`src/design/fall_pkg.sv`:
```
// coordinate type, position and fall result structs, screen geometry constants for barrels
`default_nettype none

package fall_pkg;

    // one screen coordinate, same 11-bit space as the VGA timing
    typedef logic [10:0] coord_t;

    // top-left corner of an object on screen
    typedef struct packed {
        coord_t x;
        coord_t y;
    } pos_t;

    // one finished fall as handed to the game logic
    typedef struct packed {
        logic hit;     // barrel landed on the player
        pos_t end_pos; // where the barrel stopped
    } fall_result_t;

    localparam coord_t PLATFORM_Y = 11'd100;     // platform the enemy stands on
    localparam coord_t SPAWN_Y_OFFSET = 11'd64;  // barrel appears just below the platform
    localparam coord_t SPAWN_X_OFFSET = 11'd12;  // relative to the enemy's x
    localparam coord_t FLOOR_Y = 11'd736;        // a fall never goes past this line

    // start row of every barrel
    localparam coord_t START_Y = PLATFORM_Y + SPAWN_Y_OFFSET;

    // collision boxes
    localparam coord_t BARREL_W = 11'd32;
    localparam coord_t BARREL_H = 11'd40;
    localparam coord_t PLAYER_W = 11'd32;
    localparam coord_t PLAYER_H = 11'd40;

endpackage

`default_nettype wire

```
`src/design/step_timer.sv`:
```
// step_timer module, periodic single-cycle motion step while a fall runs
`default_nettype none

module step_timer #(
    parameter int unsigned STEP_PERIOD = 20000
) (
    input  logic clk,
    input  logic rst,
    input  logic run,
    output logic step
);

    localparam int unsigned CNT_W = $clog2(STEP_PERIOD + 1);
    localparam logic [CNT_W-1:0] CNT_LAST = CNT_W'(STEP_PERIOD);

    logic [CNT_W-1:0] count;

    always_ff @(posedge clk) begin
        if (rst) begin
            count <= '0;
        end else if (!run) begin
            count <= '0;                  // restart for the next fall
        end else if (count == CNT_LAST) begin
            count <= '0;
        end else begin
            count <= count + 1'b1;
        end
    end

    // gated by run so a stale count cannot fire as the fall ends
    assign step = run && (count == CNT_LAST);

endmodule

`default_nettype wire

```
`src/design/barrel_motion.sv`:
```
// barrel_motion module, barrel position and velocity with stepped gravity and floor clamp
`default_nettype none

module barrel_motion import fall_pkg::*; (
    input  logic   clk,
    input  logic   rst,
    input  logic   load,
    input  coord_t kong_x,
    input  logic   step,
    output pos_t   pos,
    output logic   at_floor
);

    coord_t      velocity;
    logic [11:0] y_sum;      // one extra bit so the sum cannot wrap past the floor
    coord_t      y_next;
    pos_t        start_pos;

    assign start_pos.x = kong_x + SPAWN_X_OFFSET;
    assign start_pos.y = START_Y;

    assign y_sum = {1'b0, pos.y} + {1'b0, velocity};

    always_comb begin
        if (y_sum >= {1'b0, FLOOR_Y}) begin
            y_next = FLOOR_Y;            // clamp at the floor line
        end else begin
            y_next = y_sum[10:0];
        end
    end

    always_ff @(posedge clk) begin
        if (rst) begin
            pos      <= '0;
            velocity <= '0;
        end else if (load) begin
            pos      <= start_pos;
            velocity <= '0;
        end else if (step) begin
            pos.y    <= y_next;          // x stays, barrels fall straight down
            velocity <= velocity + 1'b1;
        end
    end

    assign at_floor = (pos.y == FLOOR_Y);

endmodule

`default_nettype wire

```
`src/design/hit_detect.sv`:
```
// hit_detect module, box overlap test between barrel and player
`default_nettype none

module hit_detect import fall_pkg::*; (
    input  pos_t barrel,
    input  pos_t player,
    output logic hit
);

    // right and bottom edges, widened so sums near the screen edge do not wrap
    logic [11:0] barrel_right;
    logic [11:0] barrel_bottom;
    logic [11:0] player_right;
    logic [11:0] player_bottom;

    logic overlap_x;
    logic overlap_y;

    assign barrel_right  = {1'b0, barrel.x} + {1'b0, BARREL_W};
    assign barrel_bottom = {1'b0, barrel.y} + {1'b0, BARREL_H};
    assign player_right  = {1'b0, player.x} + {1'b0, PLAYER_W};
    assign player_bottom = {1'b0, player.y} + {1'b0, PLAYER_H};

    // boxes touching edge to edge do not count as a hit
    assign overlap_x = ({1'b0, barrel.x} < player_right) &&
                       ({1'b0, player.x} < barrel_right);
    assign overlap_y = ({1'b0, barrel.y} < player_bottom) &&
                       ({1'b0, player.y} < barrel_bottom);

    assign hit = overlap_x && overlap_y;

endmodule

`default_nettype wire

```
`src/design/barrel_ctrl.sv`:
```
// barrel_ctrl module, FSM for spawn acceptance, fall supervision and result hand-off
`default_nettype none

module barrel_ctrl import fall_pkg::*; (
    input  logic         clk,
    input  logic         rst,
    input  logic         spawn_valid,
    output logic         spawn_ready,
    input  logic         hit,
    input  logic         at_floor,
    input  pos_t         pos,
    output logic         load,
    output logic         run,
    output logic         barrel_active,
    output logic         result_valid,
    input  logic         result_ready,
    output fall_result_t result
);

    typedef enum logic [1:0] {
        ST_IDLE,
        ST_FALLING,
        ST_REPORTING
    } state_t;

    state_t state;
    state_t state_nxt;

    logic spawn_fire;
    logic result_fire;
    logic fall_done;

    assign spawn_fire  = spawn_valid && spawn_ready;
    assign result_fire = result_valid && result_ready;
    assign fall_done   = (state == ST_FALLING) && (hit || at_floor);

    always_ff @(posedge clk) begin
        if (rst) begin
            state <= ST_IDLE;
        end else begin
            state <= state_nxt;
        end
    end

    always_comb begin
        state_nxt = state;
        case (state)
            ST_IDLE: begin
                if (spawn_fire) begin
                    state_nxt = ST_FALLING;
                end
            end

            ST_FALLING: begin
                if (fall_done) begin
                    state_nxt = ST_REPORTING;
                end
            end

            ST_REPORTING: begin
                if (result_fire) begin
                    state_nxt = ST_IDLE;   // spawn_ready comes back next cycle
                end
            end

            default: begin
                state_nxt = ST_IDLE;
            end
        endcase
    end

    // result is captured from the position that ended the fall
    always_ff @(posedge clk) begin
        if (fall_done) begin
            result.hit     <= hit;
            result.end_pos <= pos;
        end
    end

    assign spawn_ready = (state == ST_IDLE);

    // motion loads its start position on the accepting edge
    assign load = spawn_fire;

    assign run           = (state == ST_FALLING);
    assign barrel_active = (state == ST_FALLING);
    assign result_valid  = (state == ST_REPORTING);

endmodule

`default_nettype wire

```
`src/design/barrel_drop_top.sv`:
```
// barrel_drop_top module, falling barrel subsystem with controller, step timer, motion and hit test
`default_nettype none

module barrel_drop_top import fall_pkg::*; #(
    parameter int unsigned STEP_PERIOD = 20000
) (
    input  logic         clk,
    input  logic         rst,
    input  logic         spawn_valid,
    output logic         spawn_ready,
    input  coord_t       kong_x,
    input  pos_t         player_pos,
    output logic         result_valid,
    input  logic         result_ready,
    output fall_result_t result,
    output pos_t         barrel_pos,
    output logic         barrel_active
);

    logic load;
    logic run;
    logic step;
    logic at_floor;
    logic hit;
    pos_t pos;

    barrel_ctrl i_barrel_ctrl (
        .clk           (clk),
        .rst           (rst),
        .spawn_valid   (spawn_valid),
        .spawn_ready   (spawn_ready),
        .hit           (hit),
        .at_floor      (at_floor),
        .pos           (pos),
        .load          (load),
        .run           (run),
        .barrel_active (barrel_active),
        .result_valid  (result_valid),
        .result_ready  (result_ready),
        .result        (result)
    );

    step_timer #(
        .STEP_PERIOD (STEP_PERIOD)
    ) i_step_timer (
        .clk  (clk),
        .rst  (rst),
        .run  (run),
        .step (step)
    );

    barrel_motion i_barrel_motion (
        .clk      (clk),
        .rst      (rst),
        .load     (load),
        .kong_x   (kong_x),
        .step     (step),
        .pos      (pos),
        .at_floor (at_floor)
    );

    hit_detect i_hit_detect (
        .barrel (pos),
        .player (player_pos),
        .hit    (hit)
    );

    assign barrel_pos = pos;   // renderer follows the live position

endmodule

`default_nettype wire

```
`config.mk`:
```
export PLATFORM = sky130hd
export DESIGN_NAME = barrel_drop_top
export DESIGN_NICKNAME = d
export VERILOG_FILES = /design/src/design/fall_pkg.sv /design/src/design/step_timer.sv /design/src/design/barrel_motion.sv /design/src/design/hit_detect.sv /design/src/design/barrel_ctrl.sv /design/src/design/barrel_drop_top.sv
export SDC_FILE = /design/constraint.sdc
export NUM_CORES = 1
export LEC_CHECK = 0
export CAP_MARGIN = 25
export CORE_AREA = 4 4 137 125
export DETAILED_ROUTE_END_ITERATION = 8
export DIE_AREA = 0 0 141 129
export DONT_BUFFER_PORTS = 1
export REMOVE_ABC_BUFFERS = 1
export SYNTH_ARGS = -nofsm -noshare
export SYNTH_HDL_FRONTEND = slang
export SYNTH_SLANG_ARGS = --single-unit
```
`constraint.sdc`:
```
create_clock -name clk -period 11.3 [get_ports clk]
set_input_delay 1.13 -clock clk [delete_from_list [all_inputs] [get_ports clk]]
set_output_delay 1.13 -clock clk [all_outputs]
set_load 0.01 [all_outputs]
```
==> After elaboration in Yosys (flattened, before gate mapping) <==
Index checks and enable logic that the tools add are counted.
Widths: inputs -> output; s select.
{ "op_classes": {"n_lt_le_gt_ge": 5, "reduce_logical": 13, "eq_ne": 7, "muxes": 7, "bitwise": 1, "n_addsub": 8} }
{ "op_table": {"columns": ["op", "n"], "rows": [
  ["$add 11x6->12 const B", 4],
  ["$lt 11x12->1", 4],
  ["$mux 8", 2],
  ["$add 15x1->15 const B", 1],
  ["$eq 15x15->1 const B", 1],
  ["$add 11x11->12", 1],
  ["$ge 12x10->1 const B", 1],
  ["$add 11x1->11 const B", 1],
  ["$add 11x4->11 const B", 1],
  ["$eq 11x10->1 const B", 1],
  ["$mux 11", 1],
  ["$logic_and 1x1->1", 7],
  ["$mux 2", 3],
  ["$ne 2x2->1 const B", 3],
  ["$pmux 2 s3", 1],
  ["$reduce_and 3->1", 1],
  ["$reduce_or 3->1", 1],
  ["$eq 2x1->1 const B", 1],
  ["$eq 2x2->1 const B", 1],
  ["$logic_not 2->1", 1],
  ["$reduce_bool 2->1", 1],
  ["$reduce_or 2->1", 1],
  ["$logic_or 1x1->1", 1],
  ["$not 1->1", 1]
]} }
{ "word_totals": {"elab_cells": 50, "regBits": 73, "in_bits": 37, "output_inout_bits": 48} }

==> Logic depth before layout (Yosys ltp) <==
{ "logic_depth": {"word_depth": 8, "ltp_mapped": 13, "mapped_depth_nobuf": 13} }

==> By module <==
A second synthesis with hierarchy kept.
{ "unflattened": {"hier_cells": 487, "hier_area_um2": 4658.2} }
{ "modules_own_cells": {"columns": ["mod", "cells_each", "seq_area_each_um2", "area_per_inst_um2", "instances"], "rows": [
  ["barrel_motion", 209, 660.6, 1863.0, 1],
  ["hit_detect", 161, 0.0, 1282.5, 1],
  ["barrel_ctrl", 37, 730.7, 808.3, 1],
  ["step_timer", 80, 300.3, 704.4, 1]
]} }

==> Least setup slack after synthesis <==
Ideal clock, no wire load.
{ "synth_path": {"path_kind": "in2reg", "start": "in player_pos[3] in the netlist's numbering", "end": "reg, netlist name i_barrel_ctrl.result[0]", "n_path_buf": 0, "required_ns": 10.889, "setup_time_ns": 0.411, "arrival_time_ns": 4.221, "slack_ns": 6.668, "stages": 10, "path_cell_list": "ha_1 o21ai_0 xor2_1 ha_1 a21o_1 a21o_1 a21oi_1 o2111ai_1 or4_4 a21oi_1"} }
{ "synth_via": {"elab_chain_cells": 6, "word_cells_on_any_way": 7, "cone_classes": "1 x add/sub; 2 x order compare; 4 x reduce/logical"} }
{ "synth_lines": {"columns": ["element", "line_no", "rtl"], "rows": [
  ["start: declaration", "barrel_drop_top.sv:12", "input pos_t player_pos,"],
  ["$add 11x6->12", "hit_detect.sv:22", "assign player_bottom = {1'b0, player.y} + {1'b0, PLAYER_H};"],
  ["$lt 11x12->1", "hit_detect.sv:27", "assign overlap_y = ({1'b0, barrel.y} < player_bottom) &&"],
  ["$logic_and 1x1->1 *", "hit_detect.sv:27", null],
  ["$logic_and 1x1->1 *", "hit_detect.sv:30", "assign hit = overlap_x && overlap_y;"],
  ["$logic_or 1x1->1 *", "barrel_ctrl.sv:35", "assign fall_done = (state == ST_FALLING) && (hit || at_floor);"],
  ["$logic_and 1x1->1 *", "barrel_ctrl.sv:35", null],
  ["via i_barrel_ctrl.fall_done", "barrel_ctrl.sv:31", "logic fall_done;"]
]} }
The timed path passes the listed nets; every way through them passes the cells marked *.
A chain may end at the register's enable or synchronous reset.

==> Worst setup path in the final report <==
{ "layout_path": {"start": "reg, netlist name i_barrel_motion.pos[4]", "end": "reg, netlist name i_barrel_ctrl.result[3]"} }
{ "layout_via": {"elab_chain_cells": 6, "word_cells_on_any_way": 8, "cone_classes": "1 x add/sub; 2 x order compare; 1 x eq/ne; 4 x reduce/logical"} }
{ "layout_lines": {"columns": ["element", "line_no", "rtl"], "rows": [
  ["$add 11x6->12", "hit_detect.sv:20", "assign barrel_bottom = {1'b0, barrel.y} + {1'b0, BARREL_H};"],
  ["$lt 11x12->1", "hit_detect.sv:28", "({1'b0, player.y} < barrel_bottom);"],
  ["$logic_and 1x1->1", "hit_detect.sv:27", null],
  ["$logic_and 1x1->1", "hit_detect.sv:30", null],
  ["$logic_or 1x1->1 *", "barrel_ctrl.sv:35", null],
  ["$logic_and 1x1->1 *", "barrel_ctrl.sv:35", null],
  ["via i_barrel_ctrl.fall_done", "barrel_ctrl.sv:31", null]
]} }
Marks and branches as above.

==> results.md <==
- Async set or reset register ratio after synthesis: 0%
- Post-synthesis sequential area ratio: 36.5%
- Startpoint Class: flop
- Tmin final: 4100 ps
- Synth top cells by count: ha_1, dfxtp_1, nor2_1, nand2_1, xor2_1
- Initial DRC Count: 175
- Setup TNS Final: 0 ps
- Clock power share: 41.9%
- RR Startpoint: i_barrel_motion.pos[4]
- Total grt overflow: 0
- Via density: 5.29
- Cell Area, Synth: 0.00464 mm2
- Crit-path cells: ha_1, o21a_1, nand3_1, xor2_1, ha_1, a21o_1, a21oi_1, nor2_1, a2111oi_2, o2111ai_1, or4_4, a21oi_4
- Fin nets: 601
- Hold Violations, Final: 0
- Area leader, netlist: dfxtp_1
- Post-synthesis register bit count: 73
- CP Capture Type: flop
- Status: complete, no violations
- Total GRT Usage: 13.9%
- Hold path cells: 1
- Slowest CP cell: a21oi_4
- Pre-CTS setup slack: 7000 ps
- Largest net degree at the start of global routing: 24
- CP Max Fanout: 23
- Hold_sp: i_step_timer.count[0]
- Initial core utilization: 29.9%
- Placer Congestion: 0.817
- Layout cells sized above 1: 4.11%
- Worst hold path class: flop to flop
- Number of synthesized flops with an enable pin: 23
- Max_cap viols: 0
- Clock Sinks: 73
- Buffers on Ports: 0
- Period utilization: 36.3%
- Drt wl/cell: 17.4 um
- First-pass GRT wire length: 20100 um
- Final Worst Setup Slack: 7200 ps
- Ys Warns: 0
- Avg Cell Area, Syn: 9.15 um2
- Final setup viols: 0
- Post_cts resized: 0
- DRT antenna net count: 0
- Unique cell type count in the Yosys netlist: 53
- Arr. time, crit path: 4060 ps
- Dpl hpwl: 9600 um
- Pleak: 2.02 nW
- Most used cell, CP: ha_1
- Die Y: 129 um
- CP required: 11260 ps
- DRC errors left: 0
- Initial antenna violation count: 0
- Switching share of power: 27.0%
- Core area: 0.0155 mm2
- Post-synth top area share: 21.6%
- CP top delay family: compound AO/OA/AOI/OAI gates
- CTS max path bufs: 2
- Number of setup buffers added after CTS: 0
- Clock Skews: 5.48 ps
- CTS Root Buffer Type: clkbuf_16
- Pre-antenna DRT Iters: 4
- Total die area: 0.0182 mm2
- H-tree levels: 3
- Vias in the first global route: 3734
- Diode count: 0
- Switching pwr: 0.174 mW
- Vias post-DR: 3770
- Ports: 85
- Worst VDD drop: 0.0686 mV
- Internal: 0.471 mW
- WP buf/inv: 0
- Worst skew pair latency: 330 ps
- Crit path kind: flop to flop
- Most used flip-flop cell after synthesis: dfxtp_1
- CTS Buf Count: 9
- FF-to-FF End: i_barrel_ctrl.result[3]
- Reg2Reg Setup Slack: 7200 ps
- Hold_buf cts: 0
- Max transition margin: 41.9%
- Syn Inst Count: 507
- Reg2Reg Depth: 12
- Max Freq: 244 MHz
- Tightest Pin Transition: 870 ps
- # rows: 43
- Seq pwr share: 46.1%
- Gate power share: 12.0%
- Unrepaired setup endpoints after global routing: false
- Worst path max stage delay: 720 ps
- CTS tree: done
- P&R area growth vs syn: 10.7%
- Total Wirelength: 12400 um
- Power Dens Cells: 126 mW/mm2
- Top-count cell post-synth: ha_1
- Clock-pin slew on the worst setup and hold paths: 60 ps
- Final Max Tran Viols: 0
- Top post-synthesis cells by area: dfxtp_1, ha_1, edfxtp_1, xor2_1, nor2_1
- Die W: 141 um
- WHS Endpoint: i_step_timer.count[0]
-- area by class of cell --
type	count	area (um2)
clock buffers	10	250
clock inverters	6	31.3
fillers	1591	10400
inverters	25	93.8
multi-input cells	397	2810
flip-flops and latches	73	1690
well taps	202	253
-- metal layers --
layer,up-vias,track usage (%),routed length [um]
met5,-,0,0
met4,0,3.87,201
met3,15,5.43,919
met2,102,21.6,5470
met1,1795,18.1,5800
li1,1858,-,-
-- worst register-to-register path, cell delays in order (launching register included) --
cell,delay (ps)
dfxtp_1,570
ha_1,290
o21a_1,140
nand3_1,90
xor2_1,180
ha_1,310
a21o_1,160
a21oi_1,140
nor2_1,70
a2111oi_2,320
o2111ai_1,150
or4_4,590
a21oi_4,720
-- worst max path at each step --
stage                            from                 endpoint  cells after the start
5_1_grt        i_barrel_motion.pos[3]  i_barrel_ctrl.result[7]                     12
6_report       i_barrel_motion.pos[4]  i_barrel_ctrl.result[3]                     12
3_5_place_dp            player_pos[3]  i_barrel_ctrl.result[4]                     10
3_3_place_gp            player_pos[3]  i_barrel_ctrl.result[3]                     10
4_1_cts        i_barrel_motion.pos[3]  i_barrel_ctrl.result[4]                     12
2_1_floorplan           player_pos[3]  i_barrel_ctrl.result[0]                     10
-- power by group through the flow --
stage | combinational, mW | clock (mW) | sequential, mW
3_3_place_gp | 0.0743 | 0 | 0.303
3_5_place_dp | 0.0768 | 0 | 0.303
4_1_cts | 0.0775 | 0.275 | 0.298
6_report | 0.0772 | 0.270 | 0.297
5_1_grt | 0.0893 | 0.289 | 0.299
2_1_floorplan | 0.0584 | 0 | 0.297
-- stage by stage --
stage	hold slack, ps	instance area (um2)	util [%]	instances	power [mW]
6_report	494	5130	33.1	713	0.645
5_1_grt	540	5130	33.1	713	0.678
4_1_cts	482	5130	33.1	713	0.650
3_5_place_dp	475	4850	31.3	697	0.380
3_3_place_gp	468	4850	31.3	697	0.378
2_1_floorplan	442	4590	-	495	0.355
-- layout by cell type, fill, tap and decap left out, drive strengths merged, types with 2 or more instances in the layout --
| cell type | count |
|---|---|
| and2 | 2 |
| dfxtp | 50 |
| o211ai | 4 |
| inv | 25 |
| nor2 | 46 |
| a21o | 7 |
| or2 | 2 |
| o21ai | 23 |
| nor3 | 8 |
| a31o | 2 |
| a41o | 3 |
| xor2 | 34 |
| xnor2 | 16 |
| a211oi | 16 |
| o2111ai | 4 |
| clkbuf | 10 |
| clkinv | 5 |
| o31ai | 2 |
| nor2b | 4 |
| nand4 | 7 |
| or4 | 2 |
| a2111oi | 3 |
| or3 | 7 |
| o22ai | 2 |
| nor4 | 7 |
| and3 | 12 |
| edfxtp | 23 |
| ha | 57 |
| nor4b | 2 |
| o21a | 5 |
| nand3 | 25 |
| a21oi | 29 |
| a31oi | 6 |
| nand2 | 36 |
| nand2b | 10 |
| o21bai | 3 |
| a311oi | 2 |
-- registers in the layout, indices dropped and copies added, names as in the netlist --
| register | cells |
|---|---|
| i_barrel_ctrl.result | 23 |
| i_barrel_motion.pos | 22 |
| i_step_timer.count | 15 |
| i_barrel_motion.velocity | 11 |
| i_barrel_ctrl.state | 2 |
-- cell families after synthesis --
| family | count (synthesis) | synth area share (%) |
|---|---|---|
| AND/OR/NAND/NOR | 174 | 18.7 |
| buffers and inverters | 37 | 3.10 |
| adder cells (fa/ha/maj) | 58 | 15.8 |
| XOR/XNOR | 50 | 9.44 |
| flip-flops | 73 | 36.5 |
| AO/OA/AOI/OAI | 115 | 16.5 |
Note: power is estimated with default switching activity, not from simulation.
